===== config.mk =====
export PLATFORM = sky130hd
export DESIGN_NAME = scc_read_mux
export DESIGN_NICKNAME = d
export VERILOG_FILES = /design/src/scc_reg_pkg.sv /design/src/scc_read_mux.sv
export SDC_FILE = /design/constraint.sdc
export NUM_CORES = 1
export LEC_CHECK = 0
export ABC_AREA = 1
export BUFFER_PORTS_ARGS = -buffer_cell sky130_fd_sc_hd__buf_4
export CORE_ASPECT_RATIO = 1.25
export CORE_MARGIN = 2
export CORE_UTILIZATION = 36
export DETAILED_ROUTE_END_ITERATION = 10
export GPL_ROUTABILITY_DRIVEN = 0
export GPL_TIMING_DRIVEN = 0
export PLACE_DENSITY = 0.93
export SLEW_MARGIN = 10
export SYNTH_ARGS = -nofsm -noshare
export SYNTH_HDL_FRONTEND = slang
export SYNTH_SLANG_ARGS = --single-unit

===== constraint.sdc =====
create_clock -name vclk -period 2.6
set_clock_uncertainty 0.15 [all_clocks]
set_input_delay 0.26 -clock vclk [all_inputs]
set_output_delay 0.26 -clock vclk [all_outputs]
set_load 0.01 [all_outputs]

===== src/scc_reg_pkg.sv =====
`default_nettype none

package scc_reg_pkg;

	typedef logic [3:0] reg_index_t;	// register pointer value

	// write register numbers
	localparam reg_index_t IDX_WR0 = 4'd0;
	localparam reg_index_t IDX_WR1 = 4'd1;
	localparam reg_index_t IDX_WR2 = 4'd2;
	localparam reg_index_t IDX_WR8 = 4'd8;
	localparam reg_index_t IDX_WR9 = 4'd9;
	localparam reg_index_t IDX_WR12 = 4'd12;
	localparam reg_index_t IDX_WR13 = 4'd13;
	localparam reg_index_t IDX_WR14 = 4'd14;
	localparam reg_index_t IDX_WR15 = 4'd15;

	// wr0 command field, bits 5..3
	localparam logic [2:0] CMD_POINT_HIGH = 3'b001;	// pointer += 8
	localparam logic [2:0] CMD_RESET_EXT = 3'b010;	// reopen ext/status latch

	// wr9 reset field, bits 7..6
	localparam logic [1:0] RST_NONE = 2'b00;
	localparam logic [1:0] RST_CHAN_B = 2'b01;
	localparam logic [1:0] RST_CHAN_A = 2'b10;
	localparam logic [1:0] RST_FULL = 2'b11;

	localparam logic [7:0] WR15_RESET = 8'hf8;
	localparam logic [5:0] WR14_FULL_LOW = 6'b110000;	// below the kept bits 7..6
	localparam logic [3:0] WR14_CHAN_MID = 4'b1000;	// into bits 5..2
	localparam logic [7:0] RR1_FIXED = 8'h07;	// all sent, residue 011
	localparam logic [7:0] RR15_MASK = 8'hfa;	// bits 2 and 0 read as zero

	// rr2 status codes, no rx or tx sources left
	localparam logic [2:0] VEC_EXT_A = 3'b101;
	localparam logic [2:0] VEC_EXT_B = 3'b001;
	localparam logic [2:0] VEC_NONE = 3'b011;

	// vector word, status either in 3..1 or reversed in 6..4
	typedef union packed {
		struct packed {logic [3:0] upper; logic [2:0] status; logic lsb;} status_low;
		struct packed {logic msb; logic [2:0] status; logic [3:0] lower;} status_high;
	} rr2_word_t;

endpackage

`default_nettype wire

===== src/scc_read_mux.sv =====
`timescale 1ns/10ps
`default_nettype none

module scc_read_mux (
	input wire [1:0] i_rs,
	input wire scc_reg_pkg::reg_index_t i_index,
	input wire i_tx_busy,	// channel a only
	input wire i_dcd_status_a,
	input wire i_dcd_status_b,
	input wire [7:0] i_wr12_a,
	input wire [7:0] i_wr12_b,
	input wire [7:0] i_wr13_a,
	input wire [7:0] i_wr13_b,
	input wire [7:0] i_wr15_a,
	input wire [7:0] i_wr15_b,
	input wire [7:0] i_wr2,
	input wire scc_reg_pkg::rr2_word_t i_rr2,
	input wire [7:0] i_rr3,
	output logic [7:0] o_rdata
);

	logic side_a;
	logic [7:0] rr0;

	assign side_a = i_rs[0];
	// tx underrun/eom always set, b never transmits
	assign rr0 = side_a ? {2'b01, 2'b00, i_dcd_status_a, ~i_tx_busy, 2'b00} :
		{2'b01, 2'b00, i_dcd_status_b, 1'b1, 2'b00};

	always_comb begin
		o_rdata = 8'h00;	// data side, rr8, rr10/14
		if (!i_rs[1]) begin
			case (i_index)
				4'd0, 4'd4: o_rdata = rr0;
				4'd1, 4'd5: o_rdata = scc_reg_pkg::RR1_FIXED;
				4'd2, 4'd6: o_rdata = side_a ? i_wr2 : i_rr2;	// vector with status on b
				4'd3, 4'd7: o_rdata = side_a ? i_rr3 : 8'h00;
				4'd9, 4'd13: o_rdata = side_a ? i_wr13_a : i_wr13_b;
				4'd12: o_rdata = side_a ? i_wr12_a : i_wr12_b;
				4'd11, 4'd15: o_rdata = (side_a ? i_wr15_a : i_wr15_b) & scc_reg_pkg::RR15_MASK;
				default: o_rdata = 8'h00;
			endcase
		end
	end

endmodule

`default_nettype wire


-- Yosys cells after proc, flatten, opt, wreduce, memory -nomap -nowiden
Cells that the tools add are included.
- register bits: 0
- bits in latches: 0
- RAM bits: 0
- ROM bits: 0
- output and inout bits: 8
- word-level logic and storage cells: 28
- memories: 0
- $add $sub $neg: 0
- $mul: 0
- divide/modulo/power cells: 0
- $lt $le $gt $ge: 0
- equal/unequal tests: 12
- shift operators: 0
- multiplexer cells: 8
- bitwise logic cells: 1
- reduce and logical (&&, ||, !) cells: 7
- operators by type and width (operator ; number):
    8-bit case mux with 7 select lines ; 1
    8-bit two-way mux ; 6
    4-bit equality test, second input constant ; 5
    4-bit by 3-bit equality test with 1-bit output, second input constant ; 4
    2-bit OR reduction ; 6
    4-bit by 2-bit equality test with 1-bit output, second input constant ; 2
    4-bit by 1-bit equality test with 1-bit output, second input constant ; 1
    4-bit zero test ; 1
    4-bit two-way mux ; 1
    1-bit inverter ; 1

-- Logic depth before layout (Yosys ltp)
- word-level depth: 4
- gate-level depth with buffers: 9
- depth with buffers taken out: 7

-- Worst setup path after synthesis
Ideal clock, no wire load.
- kind: input -> output
- start: in i_rs[0]
- end: out o_rdata[6]
- arrival: 1049 ps
- path slack: 1141 ps
- cell stages on the path: 9
- buffers on the path: 2
- cells stage by stage: clkbuf_2 -> inv_2 -> buf_2 -> nand2_1 -> nand2_1 -> nand2_1 -> nand2_1 -> nor2_1 -> a21oi_1
- cells in the longest elaborated chain, start to end: 3
- elaborated cells on any way between the ends: 7
- those cells by class: mux: 7
- ends and longest elaborated chain (what ; line ; RTL):
    from (decl) ; scc_read_mux.sv:5 ; input wire [1:0] i_rs,
    8-bit two-way mux (on tied branches) ; -- ;
    8-bit case mux with 7 select lines (*) ; scc_read_mux.sv:33 ; case (i_index)
    8-bit two-way mux (*) ; scc_read_mux.sv:32 ; if (!i_rs[1]) begin
    to (decl) ; scc_read_mux.sv:19 ; output logic [7:0] o_rdata
Mark *: on every way between the ends. The rest lies on a longest branch, timed or not.

-- Worst setup path in the final report
- start: in i_index[1]
- end: out o_rdata[1]
- cells in the longest elaborated chain, start to end: 4
- elaborated cells on any way between the ends: 21
- those cells by class: eq/ne: 12; mux: 2; reduce/logical: 7
- ends and longest elaborated chain (what ; line ; RTL):
    from (decl) ; scc_read_mux.sv:6 ; input wire scc_reg_pkg::reg_index_t i_index,
    4-bit equality test, or another cell as far along ; scc_read_mux.sv:33 ;
    2-bit OR reduction ; scc_read_mux.sv:33 ;
    8-bit case mux with 7 select lines (*) ; scc_read_mux.sv:33 ;
    8-bit two-way mux (*) ; scc_read_mux.sv:32 ;
Marked as above.

==> results.yml <==
sta:
  max-slew-margin-rel_pct: 68.0
  max_freq_ghz: 0.549
  finalHoldViolCount: 0
  finalSetupViolations: 0
  fin_ws_ps: 779
  period_needed_ps: 1820
  finalCritPeriodShare_pct: 70.0
  rsz0062_at_grt: "no"
  slew_viol_final: 0
  fin_tns_setup_ps: 0
  whs_ps: 806
  tightest_slew_ps: 477
setup_path:
  crit_arrival_ps: 1410
  start_kind: "input port"
  end_kind: "output port"
  cp_data_required_time_ps: 2190
  cp_max_fo: 8
  path_class: "in -> out"
synth:
  synth.most_common_cell: "nand2_1"
  synthTopCellsByArea: "nand2_1 (70%), nand3_1 (5.6%), nor2_1 (5.6%)"
  yosysTopAreaCell: "nand2_1"
  ys_seq_area_share_pct: 0
  syn_inst: 200
  syn_nets: 281
  ys_types: 12
  ys_warn_count: 0
  synth_commonest_cells: "nand2_1 (149), nor2_1 (12), nand3_1 (9), buf_2 (7), inv_1 (7)"
  syn_area_sq_um: 800
  synth.top_cell.area_share_pct: 70.0
  postSynthAreaPerCell_sq_um: 4.00
run_status:
  status: "finished, final reports clean"
cells_and_area:
  finalInstanceArea_sq_um: 1450
  area_delta_synth_final_pct: 81.2
  layout.area.seq_sq_um: 0
  clkbuf_count: 0
  antennaDiodeCount: 0
  drive_gt1_share_pct: 34.6
  seq_cells: 0
  nets: 366
hold_path:
  hold_class: "in -> out"
  hp-start: "i_rr3[0]"
  min_path_cells: 6
  holdPathEnd: "o_rdata[0]"
job:
  max_cap_violations: 0
cts:
  post_cts_buffers: 0
  cts_hold_buf: 0
  cts_resized: 0
floorplan:
  die_area_sq_um: 2620
  fp-row-count: 19
  start_util_pct: 37.4
  die_x_um: 46.2
  die_h_um: 56.7
  core_area_sq_um: 2140
  top_level_ports: 89
detailed_routing:
  drtAntennaViolNets: 0
  drc_errors: 0
  drt_pass1_iterations: 4
  totalWireLength_mm: 2.97
  initialDrtViolationCount: 22
  via_per_inst: 4.59
  num_vias: 1394
  route.detailed.wl_per_inst_um: 9.77
place:
  dpl.hpwl_mm: 2.44
  io_buffers: 83
  dpl-instance-area_sq_um: 1450
  pre_cts_slack_ps: 776
global_route:
  grt_pass1_vias: 1229
  overflow: 0
  grt_use_total_pct: 23.0
  antenna_found_initial: 0
  grt_max_degree: 11
  grt_pass1_wl_mm: 4.80
pwr:
  peakVddDrop_uv: 75.8
  total_power_w: 0.000205
  p_per_area_nw_per_um2: 141
  p_leak_nw: 0.956
where the power goes:
group / leakage [nW] / internal (W) / switching (W)
combinational: 0.956 / 0.000116 / 0.0000891
sequential: 0 / 0 / 0
clock: 0 / 0 / 0
total: 0.956 / 0.000116 / 0.0000891
critical path, cell delays in order:
cell     delay, ps
buf_4          110
inv_1          110
nand2_1        100
nor2_2         310
nand2_1         90
nand2_1        100
nor2_1          40
a21oi_1        140
buf_4          150
cells in the final DEF, fill, tap and decap left out:
cell type  synthesis  layout
a21boi_0           1       1
a21oi_1            6       6
buf_1              1       1
buf_2              7       7
buf_4              0      83
clkbuf_2           1       1
inv_1              7       7
inv_2              2       2
nand2_1          149     149
nand3_1            9       9
nor2_1            12      12
nor2_2             4       4
nor3_2             1       1
metrics by stage:
stage	std cells	utilization, %
after floorplan	200	-
after global placement	304	67.7
after detailed placement	304	67.7
after CTS	304	67.7
after global routing	304	67.7
final	304	67.7
per-layer routing:
layer | GRT usage [%] | up-vias | part of all wire [%]
li1 | - | 768 | -
met3 | 2.25 | 4 | 7.5
met4 | 3.67 | 0 | 1.1
met1 | 26.9 | 568 | 41
met5 | 0 | - | 0
met2 | 43.1 | 54 | 51
final cells by class:
cell class                      instances  area [sq um]
Tap cell                               21          26.3
Inverter                                9          33.8
Buffer                                  9          43.8
Fill cell                             221           691
Multi-Input combinational cell        182           722
Timing Repair Buffer                   83           623
worst max-delay path by stage:
stage	startpoint	endpoint	slack (ps)
final	i_index[1]	o_rdata[1]	780
after global routing	i_index[1]	o_rdata[1]	660
after CTS	i_index[1]	o_rdata[1]	770
after detailed placement	i_index[1]	o_rdata[1]	780
after global placement	i_index[1]	o_rdata[1]	790
after floorplan	i_rs[0]	o_rdata[6]	1140
kinds of logic after synthesis:
kind of cell    count (synthesis)  synth area share [%]
compound gates                  7                  4.70
buf+inv                        18                  9.70
simple gates                  175                  85.6
Power figures use the tool's default switching activity.
