--- src/scc_reg_pkg.sv ---
`default_nettype none

package scc_reg_pkg;

	typedef logic [3:0] reg_index_t;	// register pointer value

	// write register numbers
	localparam reg_index_t IDX_WR0 = 4'd0;
	localparam reg_index_t IDX_WR1 = 4'd1;
	localparam reg_index_t IDX_WR2 = 4'd2;
	localparam reg_index_t IDX_WR8 = 4'd8;
	localparam reg_index_t IDX_WR9 = 4'd9;
	localparam reg_index_t IDX_WR12 = 4'd12;
	localparam reg_index_t IDX_WR13 = 4'd13;
	localparam reg_index_t IDX_WR14 = 4'd14;
	localparam reg_index_t IDX_WR15 = 4'd15;

	// wr0 command field, bits 5..3
	localparam logic [2:0] CMD_POINT_HIGH = 3'b001;	// pointer += 8
	localparam logic [2:0] CMD_RESET_EXT = 3'b010;	// reopen ext/status latch

	// wr9 reset field, bits 7..6
	localparam logic [1:0] RST_NONE = 2'b00;
	localparam logic [1:0] RST_CHAN_B = 2'b01;
	localparam logic [1:0] RST_CHAN_A = 2'b10;
	localparam logic [1:0] RST_FULL = 2'b11;

	localparam logic [7:0] WR15_RESET = 8'hf8;
	localparam logic [5:0] WR14_FULL_LOW = 6'b110000;	// below the kept bits 7..6
	localparam logic [3:0] WR14_CHAN_MID = 4'b1000;	// into bits 5..2
	localparam logic [7:0] RR1_FIXED = 8'h07;	// all sent, residue 011
	localparam logic [7:0] RR15_MASK = 8'hfa;	// bits 2 and 0 read as zero

	// rr2 status codes, no rx or tx sources left
	localparam logic [2:0] VEC_EXT_A = 3'b101;
	localparam logic [2:0] VEC_EXT_B = 3'b001;
	localparam logic [2:0] VEC_NONE = 3'b011;

	// vector word, status either in 3..1 or reversed in 6..4
	typedef union packed {
		struct packed {logic [3:0] upper; logic [2:0] status; logic lsb;} status_low;
		struct packed {logic msb; logic [2:0] status; logic [3:0] lower;} status_high;
	} rr2_word_t;

endpackage

`default_nettype wire
--- src/scc_irq_ctrl.sv ---
`timescale 1ns/10ps
`default_nettype none

module scc_irq_ctrl (
	input wire clk,
	input wire reset_hw,
	input wire i_wr_any,	// control write from either side
	input wire scc_reg_pkg::reg_index_t i_index,
	input wire [7:0] i_wdata,
	input wire i_ext_pending_a,
	input wire i_ext_pending_b,
	output logic [7:0] o_wr2,
	output scc_reg_pkg::rr2_word_t o_rr2,
	output logic [7:0] o_rr3,
	output logic o_irq_n
);

	logic [5:0] wr9;	// reset field is not stored
	logic [2:0] vec_stat;
	scc_reg_pkg::rr2_word_t vec_word;

	// shared registers, survive soft resets
	always_ff @(posedge clk or posedge reset_hw) begin
		if (reset_hw) begin
			o_wr2 <= '0;
			wr9 <= '0;
		end else if (i_wr_any) begin
			if (i_index == scc_reg_pkg::IDX_WR2)
				o_wr2 <= i_wdata;
			if (i_index == scc_reg_pkg::IDX_WR9)
				wr9 <= i_wdata[5:0];
		end
	end

	// a over b, only ext sources remain
	assign vec_stat = i_ext_pending_a ? scc_reg_pkg::VEC_EXT_A :
		i_ext_pending_b ? scc_reg_pkg::VEC_EXT_B : scc_reg_pkg::VEC_NONE;

	always_comb begin
		vec_word = o_wr2;
		if (wr9[4])	// status high
			vec_word.status_high.status = {vec_stat[0], vec_stat[1], vec_stat[2]};
		else
			vec_word.status_low.status = vec_stat;
		o_rr2 = vec_word;
	end

	assign o_rr3 = {4'b0000, i_ext_pending_a, 2'b00, i_ext_pending_b};
	assign o_irq_n = ~(wr9[3] & (i_ext_pending_a | i_ext_pending_b));	// mie gate

endmodule

`default_nettype wire

--- config.mk ---
export PLATFORM = sky130hd
export DESIGN_NAME = scc_irq_ctrl
export DESIGN_NICKNAME = d
export VERILOG_FILES = /design/src/scc_reg_pkg.sv /design/src/scc_irq_ctrl.sv
export SDC_FILE = /design/constraint.sdc
export NUM_CORES = 1
export LEC_CHECK = 0
export BUFFER_PORTS_ARGS = -buffer_cell sky130_fd_sc_hd__buf_2
export CAP_MARGIN = 25
export CELL_PAD_IN_SITES_DETAIL_PLACEMENT = 1
export CELL_PAD_IN_SITES_GLOBAL_PLACEMENT = 2
export CORE_ASPECT_RATIO = 1.5
export CORE_MARGIN = 1.5
export CORE_UTILIZATION = 22
export DETAILED_ROUTE_END_ITERATION = 16
export GPL_TIMING_DRIVEN = 1
export PLACE_DENSITY = 0.8
export SLEW_MARGIN = 20
export SYNTH_ARGS = -nofsm -noshare
export SYNTH_HDL_FRONTEND = slang
export SYNTH_SLANG_ARGS = --single-unit
--- constraint.sdc ---
create_clock -name clk -period 1.09 [get_ports clk]
set_input_delay 0.1635 -clock clk [delete_from_list [all_inputs] [get_ports clk]]
set_output_delay 0.1635 -clock clk [all_outputs]
set_load 0.02 [all_outputs]
* After elaboration in Yosys (flattened, before gate mapping)
Index checks and enable logic that the tools add are counted.
** Word-level totals
- Register bits after elaboration :: 13
- Memories :: 0
- Bits in read-only memories :: 0
- Bits in writable memories :: 0
- Input bits :: 17
- Output and inout port bits :: 25
- Word-level logic and storage cells :: 13
- Latch bits :: 0
** Cells by class
- Shift-type cells :: 0
- Bitwise logic cells :: 3
- Equality and inequality tests :: 2
- Multiply operators :: 0
- $lt $le $gt $ge :: 0
- Add/sub/neg operators :: 0
- Multiplexer cells :: 4
- Reductions and logical operators :: 2
- Div/mod/pow operators :: 0
** Operator list (count)
- 2-to-1 mux 3 bit :: 3
- == test 4 x 2 -> 1 bit, second input constant :: 1
- == test 4 bit, second input constant :: 1
- AND reduction 2 bit :: 2
- 2-to-1 mux 2 bit :: 1
- AND 1 bit :: 1
- inverter 1 bit :: 1
- bitwise OR 1 bit :: 1

* Longest topological paths before layout
- Word-level depth :: 3
- Gate-level depth with buffers :: 4
- Mapped depth without buffers :: 3

* Least setup slack after synthesis
OpenSTA, ideal clock, no wires.
- Path type :: input to register
- Start point :: in i_index[0]
- End point :: reg o_wr2[0]
- Stages on the path :: 4
- Arrival :: 0.870 ns
- Setup slack :: 0.094 ns
- Required time :: 0.965 ns
- Path through :: nor2_1 -> and4b_1 -> buf_6 -> mux2_4
** Between the ends
- Word-level cells in the longest chain between the ends :: 2
** Ends and longest elaborated chain
- from (decl) :: line scc_irq_ctrl.sv:8 : input wire scc_reg_pkg::reg_index_t i_index,
- == test 4 x 2 -> 1 bit :: line scc_irq_ctrl.sv:28 : if (i_index == scc_reg_pkg::IDX_WR2)
- AND reduction 2 bit (no source line)
- to (signal assigned) :: line scc_irq_ctrl.sv:29 : o_wr2 <= i_wdata;
- to (decl) :: line scc_irq_ctrl.sv:12 : output logic [7:0] o_wr2,
Every way passes these cells.
A chain may end at the register's enable or synchronous reset.

==> flow_results.org <==
** Min path
- Worst hold-check path type :: primary input to flop
- The path with the worst hold slack has its endpoint at o_wr2[0].
- Instance count along the most critical hold path :: 2
- The startpoint identified for the worst hold timing path is i_wdata[0].

** Yosys
- Most area-consuming cells after synthesis :: dfrtp_1 (43%), mux2_4 (21%), buf_4 (13%)
- Number of instances in the synthesized netlist :: 45
- Portion of synthesized cell area occupied by the leading cell type :: 42.9%
- After synthesis the cells add up to slightly below 600 µm².
- Syn. warnings :: 0
- Dividing the synthesized area by the synthesized cell count gives around 13 µm².
- Top cell type by total area after synthesis :: dfrtp_1
- Yosys mapped a number of flops with a built-in enable equal to 0.
- Summing the sequential cell areas from Yosys gives a little over two fifths of the chip area.
- Primary FF master, synth :: dfrtp_1
- Top cells by count, synth :: buf_4 (10), dfrtp_1 (10), mux2_4 (8), mux2_2 (6), nor2_1 (2)
- Synthesis inferred 10 register bits.
- Counting distinct cell types in the post-synthesis netlist gives 14.
- Of all flip-flops after synthesis, the portion carrying an async set or reset was 100%.

** Final layout
- Total non-filler cell area in the finished layout :: between 800 and 900 µm²
- P&R area growth vs syn :: 46.4%
- After filler insertion, the fill cell instance count of the layout stands at between 200 and 300.
- Fraction of layout cells with a size suffix above 1 :: 72.5%
- Registers take 251 µm².
- Area of the multi-input gates :: roughly 280 µm²
- For this run, the post-layout net count is 98.
- Number of standard cells in the layout, taps in and fillers out :: roughly 100
- ANT cells :: 0

** Placement
- During placement, the flow inserted port buffers numbering 35.
- Once placement finished, the instance area stood at 741 µm².
- Detailed placer's ending HPWL :: 1.12 mm
- Once placement completed, the tool counted placed cells totaling between 90 and 100.
- Routability cong. :: 0.676

** Timing
- Setup violations remaining at the end of the flow were counted as 6.
- The max-slew violation count was 0.
- For this run, the top clock speed supported by timing is ~0.73 GHz.
- Minimum clock period after layout :: around 1400 ps
- Share of the clock period used by the worst path :: 126%
- Final total negative setup slack :: -1440 ps
- Final count of hold timing violations :: 0
- Max Clock Skew :: 0 ps
- Setup repair after global routing could not meet its margin everywhere.
- Smallest setup slack after layout :: -288 ps

** GRT
- Global-route wire length before repair :: 2.28 mm
- Number of antenna violations at the first check in global routing :: 0
- Across every metal layer, demand over resource in global routing totals a little over a tenth.
- Maximum number of pins on one net before global-route repair :: 11
- Remaining Overflow, GRT :: 0
- The via count of the first global-routing pass came to 477.

** Critical path
- The worst setup path is launched from a flop.
- Crit Path Category :: flop to output port
- Along the worst path, the maximum fanout reaches 7.
- The largest single stage delay on the critical path is 480 ps.
- Endpoint type of the worst setup path :: output port
- Walking the worst path, the cells encountered are mux2_4, buf_6.
- Endpoint of the worst register-to-register path :: wr9[4]
- R2R Setup Slk :: 210 ps
- Slowest-stage cell, CP :: dfrtp_2
- In this design, the largest share of critical-path delay is due to flip-flops.
- For the worst setup path, the data required time is between 900 and 1000 ps.
- Worst reg2reg path startpoint :: wr9[4]
- Cell count of the worst reg-to-reg path :: 1
- Worst path arrival time :: 1210 ps
- The number of buffers and inverters on the critical path is 1.

** Drt
- Dividing the detail-routed via count by the number of cells gives 4.28.
- Total wirelength of the detailed-routed design :: 1.45 mm
- Number of remaining DRC errors :: 0
- For this block, the initial DRC count from the detailed router was 7.
- Routed len/inst :: between 10 and 15 µm
- Router iterations before antenna repair :: 2
- ANT nets after route :: 0
- Total via count in the routed design :: around 450

** Floorplan
- Row count :: 22
- DIE HEIGHT :: around 66 µm
- The die covers about 3000 µm².
- Total core area :: about 2500 µm²
- Starting density of the core :: a little under a quarter
- Top-level port count :: 42
- X dimension of the die :: between 40 and 50 µm

** Clocking
- Clock-pin slew on the worst setup and hold paths :: around 70 ps
- For the worst-skew pair, the clock arrives at the later sink with an insertion delay of between 200 and 300 ps.
- CTS built an H-tree with a depth of 1.
- Number of buffers created by CTS :: 3
- TritonCTS built the clock tree.
- The root buffer cell chosen for the clock tree is clkbuf_4.
- Buffers inserted during post-CTS setup optimization :: 0
- Total clock sinks :: 10
- Max Root-Sink Buffers :: 2

** Run status
- The run finished, with violations left.
- The checks that failed: negative setup slack.

** Pwr
- For this design the static power due to leakage is 0.453 nW.
- Max rail drop VDD :: 0.676 mV
- PwrDens :: 1910 nW/µm²

** Flow run
- The tool flagged a number of max-cap violations equal to 0.
[sequential cells by signal, indices dropped and copies added (netlist names)]
name	cells
o_wr2	8
wr9	2
[per-layer routing]
metal | share of wire (%) | vias up | track usage (%)
met1 | 37 | 213 | 11.6
met5 | 0 | - | 0
met3 | 7.0 | 2 | 3.83
li1 | - | 206 | -
met2 | 55 | 24 | 17.5
met4 | 1.7 | 0 | 7.72
[what timing repair did]
item / in CTS / in global routing
setup endpoints to repair: 6 / 7
hold buffers: 1 / 0
endpoints found under the hold margin: 10 / 0
resized for setup: 18 / 4
cloned: 0 / 0
[kinds of logic after synthesis]
group / after synthesis / share of synthesized area, %
compound gates: 1 / 0.858
buf+inv: 12 / 15.4
flops: 10 / 42.9
mux: 14 / 32.2
other cells: 1 / 0.643
simple gates: 7 / 7.94
[per-stage QoR]
stage	worst slack, ps	total power, W	hold slack, ps	util [%]
after floorplan	94.5	0.000985	3.68	-
after global placement	-80.1	0.00115	149	29.9
after detailed placement	-87.8	0.00116	162	29.9
after CTS	-301	0.00164	105	34.0
after global routing	-333	0.00173	98.4	34.4
final	-288	0.00163	114	34.4
[placed cells by master (no fill, tap or decap), drive strengths merged]
master,synthesis,routed
nor2,2,2
conb,1,6
o21ai,1,1
and4bb,1,1
buf,11,36
and4b,1,1
mux2,14,14
inv,1,1
nand2b,1,1
dlygate4sd3,0,1
or2,1,1
dfrtp,10,10
nand2,1,1
clkbuf,0,4
[layout make-up]
class                   instances  area share [%]
inverters                       1           0.440
well taps                      24            3.52
flip-flops and latches         10            29.5
repair buffers                 37            29.2
clock buffers                   4            4.25
multi-input cells              28            33.1
[worst max-delay path by stage]
stage | start | endpoint | slack (ps) | depth (start not counted)
after global placement | wr9[4] | o_rr2[5] | -80 | 2
after detailed placement | i_index[0] | o_wr2[7] | -90 | 5
after CTS | wr9[4] | o_rr2[4] | -300 | 2
after global routing | wr9[4] | o_rr2[4] | -330 | 2
final | wr9[4] | o_rr2[2] | -290 | 2
after floorplan | i_index[0] | o_wr2[0] | 90 | 4
[power by group]
group          internal, W  switching (W)  total [W]  leakage (nW)
combinational     0.000386       0.000353   0.000739         0.310
clock             0.000203       0.000143   0.000347        0.0210
sequential        0.000460      0.0000881   0.000548         0.121
total              0.00105       0.000584    0.00163         0.453
Power figures use the tool's default switching activity.
