### src/scc_reg_pkg.sv
`default_nettype none

package scc_reg_pkg;

	typedef logic [3:0] reg_index_t;	// register pointer value

	// write register numbers
	localparam reg_index_t IDX_WR0 = 4'd0;
	localparam reg_index_t IDX_WR1 = 4'd1;
	localparam reg_index_t IDX_WR2 = 4'd2;
	localparam reg_index_t IDX_WR8 = 4'd8;
	localparam reg_index_t IDX_WR9 = 4'd9;
	localparam reg_index_t IDX_WR12 = 4'd12;
	localparam reg_index_t IDX_WR13 = 4'd13;
	localparam reg_index_t IDX_WR14 = 4'd14;
	localparam reg_index_t IDX_WR15 = 4'd15;

	// wr0 command field, bits 5..3
	localparam logic [2:0] CMD_POINT_HIGH = 3'b001;	// pointer += 8
	localparam logic [2:0] CMD_RESET_EXT = 3'b010;	// reopen ext/status latch

	// wr9 reset field, bits 7..6
	localparam logic [1:0] RST_NONE = 2'b00;
	localparam logic [1:0] RST_CHAN_B = 2'b01;
	localparam logic [1:0] RST_CHAN_A = 2'b10;
	localparam logic [1:0] RST_FULL = 2'b11;

	localparam logic [7:0] WR15_RESET = 8'hf8;
	localparam logic [5:0] WR14_FULL_LOW = 6'b110000;	// below the kept bits 7..6
	localparam logic [3:0] WR14_CHAN_MID = 4'b1000;	// into bits 5..2
	localparam logic [7:0] RR1_FIXED = 8'h07;	// all sent, residue 011
	localparam logic [7:0] RR15_MASK = 8'hfa;	// bits 2 and 0 read as zero

	// rr2 status codes, no rx or tx sources left
	localparam logic [2:0] VEC_EXT_A = 3'b101;
	localparam logic [2:0] VEC_EXT_B = 3'b001;
	localparam logic [2:0] VEC_NONE = 3'b011;

	// vector word, status either in 3..1 or reversed in 6..4
	typedef union packed {
		struct packed {logic [3:0] upper; logic [2:0] status; logic lsb;} status_low;
		struct packed {logic msb; logic [2:0] status; logic [3:0] lower;} status_high;
	} rr2_word_t;

endpackage

`default_nettype wire
### src/scc_bus_decode.sv
`timescale 1ns/10ps
`default_nettype none

module scc_bus_decode (
	input wire clk,
	input wire reset_hw,
	input wire i_cs,
	input wire i_we,
	input wire [1:0] i_rs,	// [1] data side, [0] channel a
	input wire [7:0] i_wdata,
	output scc_reg_pkg::reg_index_t o_index,
	output logic o_wr_a,
	output logic o_wr_b,
	output logic o_rst_full,
	output logic o_rst_a,
	output logic o_rst_b,
	output logic o_ext_reset_a,
	output logic o_ext_reset_b,
	output logic o_load_tx
);

	logic ctl_access;	// any control-side cycle
	logic data_wr_a;	// data port write, same as wr8
	logic wr9_write;
	logic ext_cmd;
	logic rst_full_cmd;

	assign ctl_access = i_cs & ~i_rs[1];
	assign o_wr_a = ctl_access & i_we & i_rs[0];
	assign o_wr_b = ctl_access & i_we & ~i_rs[0];
	assign data_wr_a = i_cs & i_we & i_rs[1] & i_rs[0];

	// pointer lives for exactly one access after a wr0 write
	always_ff @(posedge clk or posedge reset_hw) begin
		if (reset_hw) begin
			o_index <= scc_reg_pkg::IDX_WR0;
		end else if (ctl_access) begin
			if (i_we && o_index == scc_reg_pkg::IDX_WR0)
				o_index <= {i_wdata[5:3] == scc_reg_pkg::CMD_POINT_HIGH, i_wdata[2:0]};
			else
				o_index <= scc_reg_pkg::IDX_WR0;	// back to wr0
		end
	end

	assign wr9_write = (o_wr_a | o_wr_b) & (o_index == scc_reg_pkg::IDX_WR9);

	// wr9 is shared, either side can issue resets
	always_comb begin
		rst_full_cmd = 1'b0;
		o_rst_a = 1'b0;
		o_rst_b = 1'b0;
		if (wr9_write) begin
			case (i_wdata[7:6])
				scc_reg_pkg::RST_FULL: rst_full_cmd = 1'b1;
				scc_reg_pkg::RST_CHAN_A: o_rst_a = 1'b1;
				scc_reg_pkg::RST_CHAN_B: o_rst_b = 1'b1;
				scc_reg_pkg::RST_NONE: ;	// only low bits change
			endcase
		end
	end
	assign o_rst_full = rst_full_cmd | reset_hw;	// hw reset behaves as full reset

	assign ext_cmd = (o_index == scc_reg_pkg::IDX_WR0) &
		(i_wdata[5:3] == scc_reg_pkg::CMD_RESET_EXT);
	assign o_ext_reset_a = o_wr_a & ext_cmd;
	assign o_ext_reset_b = o_wr_b & ext_cmd;

	// tx load through pointer 8 or the data port
	assign o_load_tx = (o_wr_a & (o_index == scc_reg_pkg::IDX_WR8)) | data_wr_a;

	// channel and full resets never overlap downstream
	a_one_reset: assert property (@(posedge clk) disable iff (reset_hw)
		$onehot0({o_rst_full, o_rst_a, o_rst_b}));

endmodule

`default_nettype wire

### config.mk
export PLATFORM = sky130hd
export DESIGN_NAME = scc_bus_decode
export DESIGN_NICKNAME = d
export VERILOG_FILES = /design/src/scc_reg_pkg.sv /design/src/scc_bus_decode.sv
export SDC_FILE = /design/constraint.sdc
export NUM_CORES = 1
export LEC_CHECK = 0
export ABC_AREA = 1
export BUFFER_PORTS_ARGS = -buffer_cell sky130_fd_sc_hd__buf_4
export CAP_MARGIN = 10
export CORE_AREA = 2 2 39 41
export CTS_BUF_LIST = sky130_fd_sc_hd__clkbuf_8
export DETAILED_ROUTE_END_ITERATION = 10
export DIE_AREA = 0 0 41 43
export MAX_ROUTING_LAYER = met4
export PLACE_DENSITY_LB_ADDON = 0.1
export SLEW_MARGIN = 10
export SYNTH_ARGS = -nofsm -noshare
export SYNTH_HDL_FRONTEND = slang
export SYNTH_SLANG_ARGS = --single-unit
### constraint.sdc
create_clock -name clk -period 1.6 [get_ports clk]
set_clock_uncertainty 0.15 [all_clocks]
set_input_delay 0.16 -clock clk [delete_from_list [all_inputs] [get_ports clk]]
set_output_delay 0.16 -clock clk [all_outputs]
set_load 0.05 [all_outputs]
# Word-level counts from Yosys, hierarchy flattened
# Index checks and enable logic that the tools add are counted.
totals:
  ff_bits: 4
  out_inout_bits: 12
  word_cells: 34
classes:
  eq_ne: 7
  n_mux: 7
  bitwise_logic: 17
  reduce_logical: 2
ops:
  columns: ["operator", "count"]
  rows:
  - ["$and A1 B1 Y1", 12]
  - ["$eq A4 B4 Y1 const B", 2]
  - ["$mux W1", 6]
  - ["$eq A2 B2 Y1 const B", 2]
  - ["$logic_not A4 Y1", 1]
  - ["$mux W4", 1]
  - ["$eq A3 B1 Y1 const B", 1]
  - ["$eq A3 B2 Y1 const B", 1]
  - ["$or A1 B1 Y1", 3]
  - ["$eq A2 B1 Y1 const B", 1]
  - ["$not A1 Y1", 2]
  - ["$logic_and A1 B1 Y1", 1]

# Logic depth before layout (Yosys ltp)
# Gate-level depths: netlist of run 1.
depth:
  word_depth: 8
  mapped_depth: 5
  ltp_nobuf: 5

# Least setup slack after synthesis of run 1
# Ideal clock, no wire load.
synth_timing:
  kind: "input to output"
  startpoint: "in i_we"
  endpoint: "out o_ext_reset_a"
  arrival_time_ns: 1.703
  path_slack_ns: -0.413
  stages: 4
  cell_sequence: "nand3_1 -> nor2_1 -> inv_1 -> nor2_1"
synth_via:
  elab_chain_len: 3
synth_rtl:
  columns: ["element", "line_no", "source"]
  rows:
  - ["start: declaration", "scc_bus_decode.sv:8", "input wire i_we,"]
  - ["$and A1 B1 Y1 (2 in series)", "scc_bus_decode.sv:29", "assign o_wr_a = ctl_access & i_we & i_rs[0];"]
  - ["named net o_wr_a", "scc_bus_decode.sv:12", "output logic o_wr_a,"]
  - ["$and A1 B1 Y1", "scc_bus_decode.sv:65", "assign o_ext_reset_a = o_wr_a & ext_cmd;"]
  - ["end: declaration", "scc_bus_decode.sv:17", "output logic o_ext_reset_a,"]
# The timed path passes the listed nets, and every way through them passes these cells.

# Worst setup path in the final report of run 1
layout_timing:
  startpoint: "reg o_index[0]"
  endpoint: "out o_ext_reset_a"
layout_via:
  elab_chain_len: 3
layout_rtl:
  columns: ["element", "line_no", "source"]
  rows:
  - ["start: declaration", "scc_bus_decode.sv:11", "output scc_reg_pkg::reg_index_t o_index,"]
  - ["start signal: assignment", "scc_bus_decode.sv:36", "o_index <= scc_reg_pkg::IDX_WR0;"]
  - ["start signal: assignment", "scc_bus_decode.sv:39", "o_index <= {i_wdata[5:3] == scc_reg_pkg::CMD_POINT_HIGH, i_wdata[2:0]};"]
  - ["start signal: assignment", "scc_bus_decode.sv:41", "o_index <= scc_reg_pkg::IDX_WR0;"]
  - ["$logic_not A4 Y1", "scc_bus_decode.sv:63", "assign ext_cmd = (o_index == scc_reg_pkg::IDX_WR0) &"]
  - ["$and A1 B1 Y1", "scc_bus_decode.sv:63", null]
  - ["$and A1 B1 Y1", "scc_bus_decode.sv:65", null]
# No other way between the ends.

==> summary.md, run 1 <==
| Metric | Value |
|---|---|
| Kind of critical path | reg -> out |
| Die area | 1763 um^2 |
| Placed instance area | 555.5 um^2 |
| Crit path time final | 1.580 ns |
| Placer Congestion | 0.7590 |
| Worst VDD drop | 0.7270 mV |
| I/O pin cnt | 26 |
| CTS tree | done |
| Area contributors post-synth | dfrtp_1 32%, nand2_1 24%, inv_1 11% |
| P&R area growth vs syn | 124.6% |
| Tightest Pin Transition | 0.1996 ns |
| Syn_nets | 66 |
| GRT overflow | 0 |
| Netlist Area Pre-Place | 310.3 um^2 |
| Met1 GRT Util | 0.1564 |
| Area leader, netlist | dfrtp_1 |
| DRT Pass-1 Iters | 1 |
| Fillers | 153 |
| Total number of vias | 443 |
| Hold path endpoint | o_index[1]$_DFFE_PP0N_ |
| CTS sink cnt | 4 |
| Yosys cell types | 11 |
| Share of the synthesized area in the top cell type | 0.3226 |
| Outcome | finished, violations left |
| CTS root buf | clkbuf_8 |
| Final period util | 0.9875 |
| Startpoint types | flip-flop |
| Clock transition at path regs | 0.03 ns |
| Clk_lat worst skew | 0.22 ns |
| Worst hold start | i_wdata[1] |
| Largest reg by FF count | o_index |
| Max-slew headroom | 0.8666 |
| Final Slew Violations | 0 |
| Horiz. Die Dim | 41 um |
| RSZ-0062 raised after global routing | true |
| Num CTS Buffers | 3 |
| Detail Route Antenna Nets | 0 |
| Fmax | 632.9 MHz |
| Setup violators final | 0 |
| HPWL after DPL | 715.5 um |
| Initial Utilization | 0.2242 |
| Final hold vios | 1 |
| Total Nets Final | 103 |
| First-pass GRT wire length | 1449 um |
| Clock Path Buffers | 2 |
| IO Port Bufs | 25 |
| RR Endpoint | o_index[3]$_DFFE_PP0N_ |
| Max-cap violations | 0 |
| Synth Register Bits | 4 |
| GR peak layer | met2 |
| WL final | 883 um |
| Vias per cell | 4.260 |
| Worst R2R Start | o_index[0]$_DFFE_PP0N_ |
| Row cnt | 14 |
| WP data required | 1.29 ns |
| Met2 Use GR | 0.1750 |
| Hold crit path type | in -> reg |
| WL/cell | 8.490 um |
| Leak | 0.0003560 uW |
| Pwr dens | 780.2 nW/um^2 |
| Max reg flops | 4 |
| Remaining DRCs | 0 |
| Crit end category | output pin |
| WHS | -0.002812 ns |
| N_diodes | 0 |
| Initial antenna violation count | 0 |
| Final WS setup | 0.02007 ns |
| Worst Path Max Fanout | 3 |
| Worst r2r path cells | 5 |
| Number of global-route vias before repair | 393 |
| All-Layer GR Usage | 0.1229 |
| Post-route design area | 696.9 um^2 |
| Syn_area_per_cell | 5.967 um^2 |
| H-tree level count | 1 |
| Biggest regs | o_index (4) |
| Hold path cells | 3 |
| Internal reg-to-reg setup slack | 0.46 ns |
| Largest net degree at the start of global routing | 6 |
| Initial DRC Count | 0 |
| Seq/Total Area, Yosys | 0.3226 |
| Chip height | 43 um |
| Core ar. | 1384 um^2 |
| Cells after Synth | 52 |
| CP Data Arrival Time | 1.27 ns |
| Placement Setup Slack | 0.1909 ns |
| M3 GR Usage | 0.01571 |
| Failing checks | negative hold slack |
| Fin util | 0.5036 |
| Share of cells above drive strength 1 | 0.5682 |
| Yosys warning count | 0 |
[logic make-up after synthesis]
group,synth area share
AO/OA/AOI/OAI,0.01611
AND/OR/NAND/NOR,0.5524
flip-flops,0.3226
buffers and inverters,0.1089
[area by class of cell]
type | instances | area [um^2] | share of cell area
sequential | 4 | 101.3 | 0.1454
inverter | 9 | 37.54 | 0.05386
multi-input combinational | 39 | 222.7 | 0.3196
timing repair buffer | 32 | 270.3 | 0.3878
clock inverter | 1 | 3.754 | 0.005386
tap | 16 | 20.02 | 0.02873
clock buffer | 3 | 41.29 | 0.05925
[what timing repair did]
item	4_1_cts	5_1_grt
hold buffers	3	0
pin swaps	3	4
setup buffers	2	2
setup endpoints to repair	3	6
cloned	0	0
hold endpoints to repair	6	0
resized for setup	3	8
[Yosys cell counts (all sizes together)]
master	n
nand3	4
dfrtp	4
nor2	11
inv	9
or2	1
nand4	1
a21oi	1
nor3b	1
nand2	20
[worst max path at each step]
| stage | from | to | cells after the start |
|---|---|---|---|
| global placement | o_index[0]$_DFFE_PP0N_ | o_ext_reset_a | 4 |
| finish | o_index[0]$_DFFE_PP0N_ | o_ext_reset_a | 4 |
| CTS | o_index[1]$_DFFE_PP0N_ | o_ext_reset_a | 4 |
| detailed placement | o_index[0]$_DFFE_PP0N_ | o_ext_reset_a | 4 |
| global route | o_index[0]$_DFFE_PP0N_ | o_ext_reset_a | 4 |
| floorplan | o_index[0]$_DFFE_PP0N_ | o_ext_reset_a | 3 |
[layout by cell type (no fill, tap or decap)]
cell type / count
nand2_2: 2
inv_1: 8
dlygate4sd3_1: 3
buf_4: 23
nor2_2: 7
buf_6: 6
nand4_1: 1
clkinvlp_4: 1
dfrtp_2: 1
nor2_4: 3
a21oi_4: 1
inv_2: 1
nand2_1: 18
nand3_1: 3
clkbuf_8: 3
or2_2: 1
dfrtp_1: 3
nand3_2: 1
nor3b_1: 1
nor2_1: 1
[through the flow]
| step | total power (uW) | setup TNS, ns | cells |
|---|---|---|---|
| 3_5_place_dp | 293.0 | 0 | 93 |
| 3_3_place_gp | 292.5 | 0 | 93 |
| 2_1_floorplan | 229.5 | -0.3506 | 52 |
| 4_1_cts | 535.3 | -0.03208 | 102 |
| 5_1_grt | 572.1 | -0.1118 | 104 |
| 6_report | 543.7 | 0 | 104 |
[worst max-delay path: stages, from the launching register on]
cell and delay [ns]:
dfrtp_1 0.39, nor2_2 0.16, nand4_1 0.19, nor2_2 0.14, buf_6 0.17
[report_power, final]
| group | internal (uW) | leakage, uW | switching [uW] |
|---|---|---|---|
| Clock | 164 | 0.0000269 | 57.4 |
| Sequential | 113 | 0.0000524 | 12.8 |
| Combinational | 83.0 | 0.000277 | 113 |
[per-layer routing]
metal	up-vias	wire length [um]
met1	196	374
li1	228	-
met4	0	20
met5	-	0
met3	2	71
met2	17	416
No activity file was read; power rests on OpenSTA's default activity.
==> run 2: changes to the inputs <==
--- a/config.mk
+++ b/config.mk
@@ -5,11 +5,9 @@
 export SDC_FILE = /design/constraint.sdc
 export NUM_CORES = 1
 export LEC_CHECK = 0
-export ABC_AREA = 1
 export BUFFER_PORTS_ARGS = -buffer_cell sky130_fd_sc_hd__buf_4
 export CAP_MARGIN = 10
 export CORE_AREA = 2 2 39 41
-export CTS_BUF_LIST = sky130_fd_sc_hd__clkbuf_8
 export DETAILED_ROUTE_END_ITERATION = 10
 export DIE_AREA = 0 0 41 43
 export MAX_ROUTING_LAYER = met4
==> summary.md, run 2 <==
| Metric | Value |
|---|---|
| Outcome | finished, violations left |
| Failing checks | negative setup slack |
| Fin Setup TNS | -0.3202 ns (-0.3202 ns) |
| Main flop type after synthesis | dfrtp_1 |
| Initial DRC Count | 3 (+3) |
| Largest net degree at the start of global routing | 8 (+2) |
| Seq/Total Area, Yosys | 0.3252 (+0.002623) |
| Startpoint types | flip-flop |
| Die area | 1763 um^2 (unchanged) |
| First-pass GRT wire length | 1607 um (+11%) |
| Area leader, netlist | dfrtp_1 |
| Fillers | 131 (-14%) |
| Horiz. Die Dim | 41 um (unchanged) |
| Synth Register Bits | 4 (unchanged) |
| Max-slew headroom | 0.8031 (-0.06350) |
| Setup violators final | 4 (+4) |
| CP Data Arrival Time | 1.39 ns (+0.12 ns) |
| Final WS setup | -0.09525 ns (-0.1153 ns) |
| Internal reg-to-reg setup slack | 0.27 ns (-0.19 ns) |
| Crit end category | output pin |
| Core ar. | 1384 um^2 (unchanged) |
| WL final | 954 um (+8.0%) |
| Pwr dens | 693.5 nW/um^2 (-11%) |
| Worst hold start | i_wdata[2] |
| Final Slew Violations | 0 (unchanged) |
| WL/cell | 10.37 um (+22%) |
| Hold path cells | 3 (unchanged) |
| DRT Pass-1 Iters | 2 (+1) |
| Syn_area_per_cell | 7.695 um^2 (+29%) |
| Yosys cell types | 20 (+9) |
| Fmax | 589.9 MHz (-6.8%) |
| Commonest non-fill, non-tap cell in the layout | buf_4 |
| Largest reg by FF count | o_index |
| Remaining DRCs | 0 (unchanged) |
| Clock Path Buffers | 2 (unchanged) |
| Final period util | 1.060 (+0.07208) |
| Fin util | 0.5000 (-0.003617) |
| I/O pin cnt | 26 (unchanged) |
| Mux contribution to synthesized area | 0 (unchanged) |
| Area contributors post-synth | dfrtp_1 33%, nand2_1 11%, nor4_4 6.9% |
| Detail Route Antenna Nets | 0 (unchanged) |
| Worst Path Max Fanout | 3 (unchanged) |
| GRT overflow | 0 (unchanged) |
| Share of the synthesized area in the top cell type | 0.3252 (+0.002623) |
| Max reg flops | 4 (unchanged) |
| Largest family of logic cells by synthesized area | simple AND/OR/NAND/NOR gates |
| Yosys warning count | 0 (unchanged) |
| Hold crit path type | in -> reg |
| Worst VDD drop | 0.3952 mV (-46%) |
| Clock transition at path regs | 0.04 ns (about the same) |
| Post-synth EDFFs | 0 (unchanged) |
| Post-synthesis async set-or-reset flop share | 1.000 (unchanged) |
| N_diodes | 0 (unchanged) |
| Synth Area in Adders | 0 (unchanged) |
| Tightest Pin Transition | 0.2948 ns (+0.09520 ns) |
| Biggest regs | o_index (4) |
| Most common cell in the synthesized netlist | nand2_1 |
| Placer Congestion | 0.6707 (-12%) |
| Syn_nets | 54 (-18%) |
| Row cnt | 14 (unchanged) |
| All-Layer GR Usage | 0.1365 (+0.01357) |
| Synth Area in Compound Gates | 0.1138 (+0.09769) |
| Most frequent cells in the layout | 24 x buf_4, 8 x nand2_1, 8 x buf_6 |
| Final hold vios | 0 (-1) |
| RR Endpoint | o_index[3]$_DFFE_PP0N_ |
| Total Nets Final | 92 (-11%) |
| P&R area growth vs syn | 124.8% (about the same) |
| H-tree level count | 1 (unchanged) |
| Clk_lat worst skew | 0.23 ns (about the same) |
| Post-synthesis xor/xnor area fraction | 0 (unchanged) |
| HPWL after DPL | 796.4 um (+11%) |
| Netlist Area Pre-Place | 307.8 um^2 (-0.81%) |
| Share of cells above drive strength 1 | 0.6974 (+0.1292) |
| RSZ-0062 raised after global routing | true |
| Kind of critical path | reg -> out |
| CTS tree | done |
| Num CTS Buffers | 3 (unchanged) |
| Cells after Synth | 40 (-23%) |
| Number of global-route vias before repair | 382 (-2.8%) |
| Max-cap violations | 0 (unchanged) |
| Vias per cell | 4.598 (+7.9%) |
| IO Port Bufs | 25 (unchanged) |
| Chip height | 43 um (unchanged) |
| Initial Utilization | 0.2224 (-0.001809) |
| Leak | 0.0003272 uW (-8.1%) |
| Worst r2r path cells | 4 (-1) |
| Synth top cells by count | 9 x nand2_1, 4 x dfrtp_1, 4 x nor2_1 |
| Initial antenna violation count | 0 (unchanged) |
| Worst R2R Start | o_index[3]$_DFFE_PP0N_ |
| Synth Area in Simple Gates | 0.5366 (-0.01583) |
| Crit path time final | 1.695 ns (+0.1153 ns) |
| WP data required | 1.29 ns (about the same) |
| Total number of vias | 423 (-4.5%) |
| Hold path endpoint | o_index[2]$_DFFE_PP0N_ |
| CTS root buf | clkbuf_4 |
| CTS sink cnt | 4 (unchanged) |
run 2: worst max-delay path, stage by stage, from the launching register on:
cell and delay, ns:
dfrtp_2 0.38, buf_6 0.11, nand4_1 0.13, nor4_4 0.19, nor2b_4 0.19, buf_6 0.16
run 2: kinds of logic after synthesis:
logic type      Yosys count
simple gates             28
compound gates            6
flops                     4
buf+inv                   2
run 2: cell type report:
cell class	instances	area, um^2	share of cell area
timing repair buffer	33	280.3	0.4051
multi-input combinational	34	256.5	0.3707
sequential	4	105.1	0.1519
clock buffer	3	22.52	0.03255
tap	16	20.02	0.02893
inverter	2	7.507	0.01085
run 2: how the worst max path moves through the flow:
stage | start | slack, ns | depth (start not counted) | endpoint
2_1_floorplan | o_index[0]$_DFFE_PP0N_ | -0.19 | 3 | o_ext_reset_b
3_3_place_gp | o_index[0]$_DFFE_PP0N_ | 0.04 | 4 | o_ext_reset_b
3_5_place_dp | o_index[0]$_DFFE_PP0N_ | 0.03 | 4 | o_ext_reset_b
4_1_cts | o_index[3]$_DFFE_PP0N_ | -0.11 | 4 | o_ext_reset_b
5_1_grt | o_index[3]$_DFFE_PP0N_ | -0.20 | 4 | o_ext_reset_b
6_report | o_index[3]$_DFFE_PP0N_ | -0.1 | 5 | o_rst_a
run 2: report_power, final:
part           total (uW)  internal (uW)  switching (uW)
combinational         220           99.4             120
clock                 123           83.8            39.4
sequential            137            115            21.9
total                 480            299             181
run 2: what timing repair did:
action                     in CTS  in global routing
hold buffers                    1                  0
gates resized for setup        11                  1
setup endpoints to repair       5                  6
buffers inserted                4                  0
hold endpoints to repair        4                  0
pin swaps                       7                  0
run 2: per-layer routing:
metal  global-route usage  wire length [um]  share of wire
met5                    -                 0              0
met2               0.1781               459           0.48
met3              0.03665                76          0.080
met1               0.1928               408           0.43
met4              0.06000                10          0.010
run 2: per-stage QoR:
stage / std cells / worst slack [ns] / instance area, um^2 / hold slack, ns / power (uW)
2_1_floorplan: 40 / -0.1922 / 349.1 / -0.2239 / 247.1
3_3_place_gp: 84 / 0.03849 / 579.3 / -0.08343 / 326.1
3_5_place_dp: 84 / 0.03359 / 579.3 / -0.08134 / 325.7
4_1_cts: 92 / -0.1132 / 689.4 / 0.005204 / 488.1
5_1_grt: 92 / -0.1964 / 691.9 / 0.01530 / 517.9
6_report: 92 / -0.09525 / 691.9 / 0.01263 / 479.9
==> run 3: changes to the inputs <==
--- a/config.mk
+++ b/config.mk
@@ -10,7 +10,6 @@
 export CORE_AREA = 2 2 39 41
 export DETAILED_ROUTE_END_ITERATION = 10
 export DIE_AREA = 0 0 41 43
-export MAX_ROUTING_LAYER = met4
 export PLACE_DENSITY_LB_ADDON = 0.1
 export SLEW_MARGIN = 10
 export SYNTH_ARGS = -nofsm -noshare
==> summary.md, run 3 (synthesis gave the netlist of run 2 again) <==
| Metric | Value |
|---|---|
| Final WS setup | -0.09525 ns (unchanged) |
| CP Data Arrival Time | 1.39 ns (about the same) |
| Total Nets Final | 92 (unchanged) |
| Clk_lat worst skew | 0.23 ns (about the same) |
| Initial DRC Count | 3 (unchanged) |
| Largest net degree at the start of global routing | 8 (unchanged) |
| Pwr dens | 693.5 nW/um^2 (about the same) |
| Final period util | 1.060 (unchanged) |
| Max reg flops | 4 (unchanged) |
| Chip height | 43 um (unchanged) |
| Initial Utilization | 0.2224 (unchanged) |
| IO Port Bufs | 25 (unchanged) |
| Max-cap violations | 0 (unchanged) |
| GRT overflow | 0 (unchanged) |
| Startpoint types | flip-flop |
| Kind of critical path | reg -> out |
| Fillers | 131 (unchanged) |
| Core ar. | 1384 um^2 (unchanged) |
| Outcome | finished, violations left |
| Fin util | 0.5000 (unchanged) |
| Crit end category | output pin |
| CP peak stage delay | 0.38 ns (about the same) |
| Cell Chain, Critical Path | buf_6 > nand4_1 > nor4_4 > nor2b_4 > buf_6 |
| Max-slew headroom | 0.8031 (unchanged) |
| CTS sink cnt | 4 (unchanged) |
| Num CTS Buffers | 3 (unchanged) |
| WHS | 0.01263 ns (unchanged) |
| Fmax | 589.9 MHz (unchanged) |
| Horiz. Die Dim | 41 um (unchanged) |
| Failing checks | negative setup slack |
| Final hold vios | 0 (unchanged) |
| Leak | 0.0003272 uW (unchanged) |
| Commonest non-fill, non-tap cell in the layout | buf_4 |
| Row cnt | 14 (unchanged) |
| Tightest Pin Transition | 0.2948 ns (unchanged) |
| Clock transition at path regs | 0.04 ns (about the same) |
| WL/cell | 10.37 um (unchanged) |
| Worst VDD drop | 0.3952 mV (unchanged) |
| Placer Congestion | 0.6643 (-0.95%) |
| CTS root buf | clkbuf_4 |
| CTS tree | done |
| Clock Path Buffers | 2 (unchanged) |
| Worst Path Max Fanout | 3 (unchanged) |
| Most numerous cell on the critical path | buf_6 |
| Crit path time final | 1.695 ns (unchanged) |
| Slowest cell on crit path | dfrtp_2 |
| Placed instance area | 579.3 um^2 (unchanged) |
| Number of global-route vias before repair | 382 (unchanged) |
| Die area | 1763 um^2 (unchanged) |
| Detail Route Antenna Nets | 0 (unchanged) |
| Initial antenna violation count | 0 (unchanged) |
| Total number of vias | 423 (unchanged) |
| WP data required | 1.29 ns (about the same) |
| Remaining DRCs | 0 (unchanged) |
| Hold crit path type | in -> reg |
| Share of cells above drive strength 1 | 0.6974 (unchanged) |
| Vias per cell | 4.598 (unchanged) |
| First-pass GRT wire length | 1607 um (unchanged) |
| N_diodes | 0 (unchanged) |
| Final Slew Violations | 0 (unchanged) |
| DRT Pass-1 Iters | 2 (unchanged) |
| I/O pin cnt | 26 (unchanged) |
| Post-route design area | 691.9 um^2 (unchanged) |
| HPWL after DPL | 796.4 um (unchanged) |
| Largest reg by FF count | o_index |
| H-tree level count | 1 (unchanged) |
| Setup violators final | 4 (unchanged) |
| Fin Setup TNS | -0.3211 ns (-0.0009470 ns) |
| P&R area growth vs syn | 124.8% (unchanged) |
| All-Layer GR Usage | 0.1332 (-0.003306) |
| WL final | 954 um (unchanged) |
| RSZ-0062 raised after global routing | true |
| Biggest regs | o_index (4) |
| Most frequent cells in the layout | 24 x buf_4, 8 x nand2_1, 8 x buf_6 |
## run 3: cell counts in the layout (fill, tap and decap cells not counted)
No cell type changed its count.
## run 3: final timing paths
| path | from | to | slack (ns) | cells past startpoint |
|---|---|---|---|---|
| max in group asynchronous | reset_hw | o_index[0]$_DFFE_PP0N_ | 0.91 | 3 |
| min reg2reg | o_index[1]$_DFFE_PP0N_ | o_index[1]$_DFFE_PP0N_ | 0.45 | 2 |
| min | i_wdata[2] | o_index[2]$_DFFE_PP0N_ | 0.01 | 3 |
| max | o_index[3]$_DFFE_PP0N_ | o_rst_a | -0.1 | 5 |
| min in group asynchronous | reset_hw | o_index[2]$_DFFE_PP0N_ | 0.22 | 3 |
| max reg2reg | o_index[3]$_DFFE_PP0N_ | o_index[3]$_DFFE_PP0N_ | 0.27 | 4 |
## run 3: stage by stage
stage	power, uW	instances	worst slack (ns)
after global routing	517.9	92	-0.1964
final	479.8	92	-0.09525
after CTS	488.1	92	-0.1132
after floorplan	247.1	40	-0.1922
after global placement	326.1	84	0.03849
after detailed placement	325.7	84	0.03359
## run 3: where the power goes
part	internal, uW	switching [uW]	total, uW
logic	99.4	120	220
clock network	83.8	39.4	123
registers	115	21.9	137
total	299	181	480
## run 3: area by class of cell
type	instances	area [um^2]	share of cell area
clock buffer	3	22.52	0.03255
inverter	2	7.507	0.01085
multi-input combinational	34	256.5	0.3707
sequential	4	105.1	0.1519
tap	16	20.02	0.02893
timing repair buffer	33	280.3	0.4051
## run 3: worst max-delay path, delay by kind of cell (launching register included)
family	cells	cell delay [ns]
buffers and inverters	2	0.27
DFF	1	0.38
and+or+nand+nor	3	0.51
## run 3: what timing repair did
action	in CTS	in global routing
buffers inserted	4	0
hold buffers	1	0
endpoints found under the setup margin	5	6
hold endpoints to repair	4	0
pin swaps	7	0
gates resized for setup	11	1
## run 3: layer usage
metal | vias to the layer above | wire length, um | GRT usage
met2 | 16 | 458 | 0.1781
met5 | - | 0 | 0
met3 | 2 | 76 | 0.03665
met4 | 0 | 10 | 0.06000
met1 | 191 | 408 | 0.1928
li1 | 214 | - | -
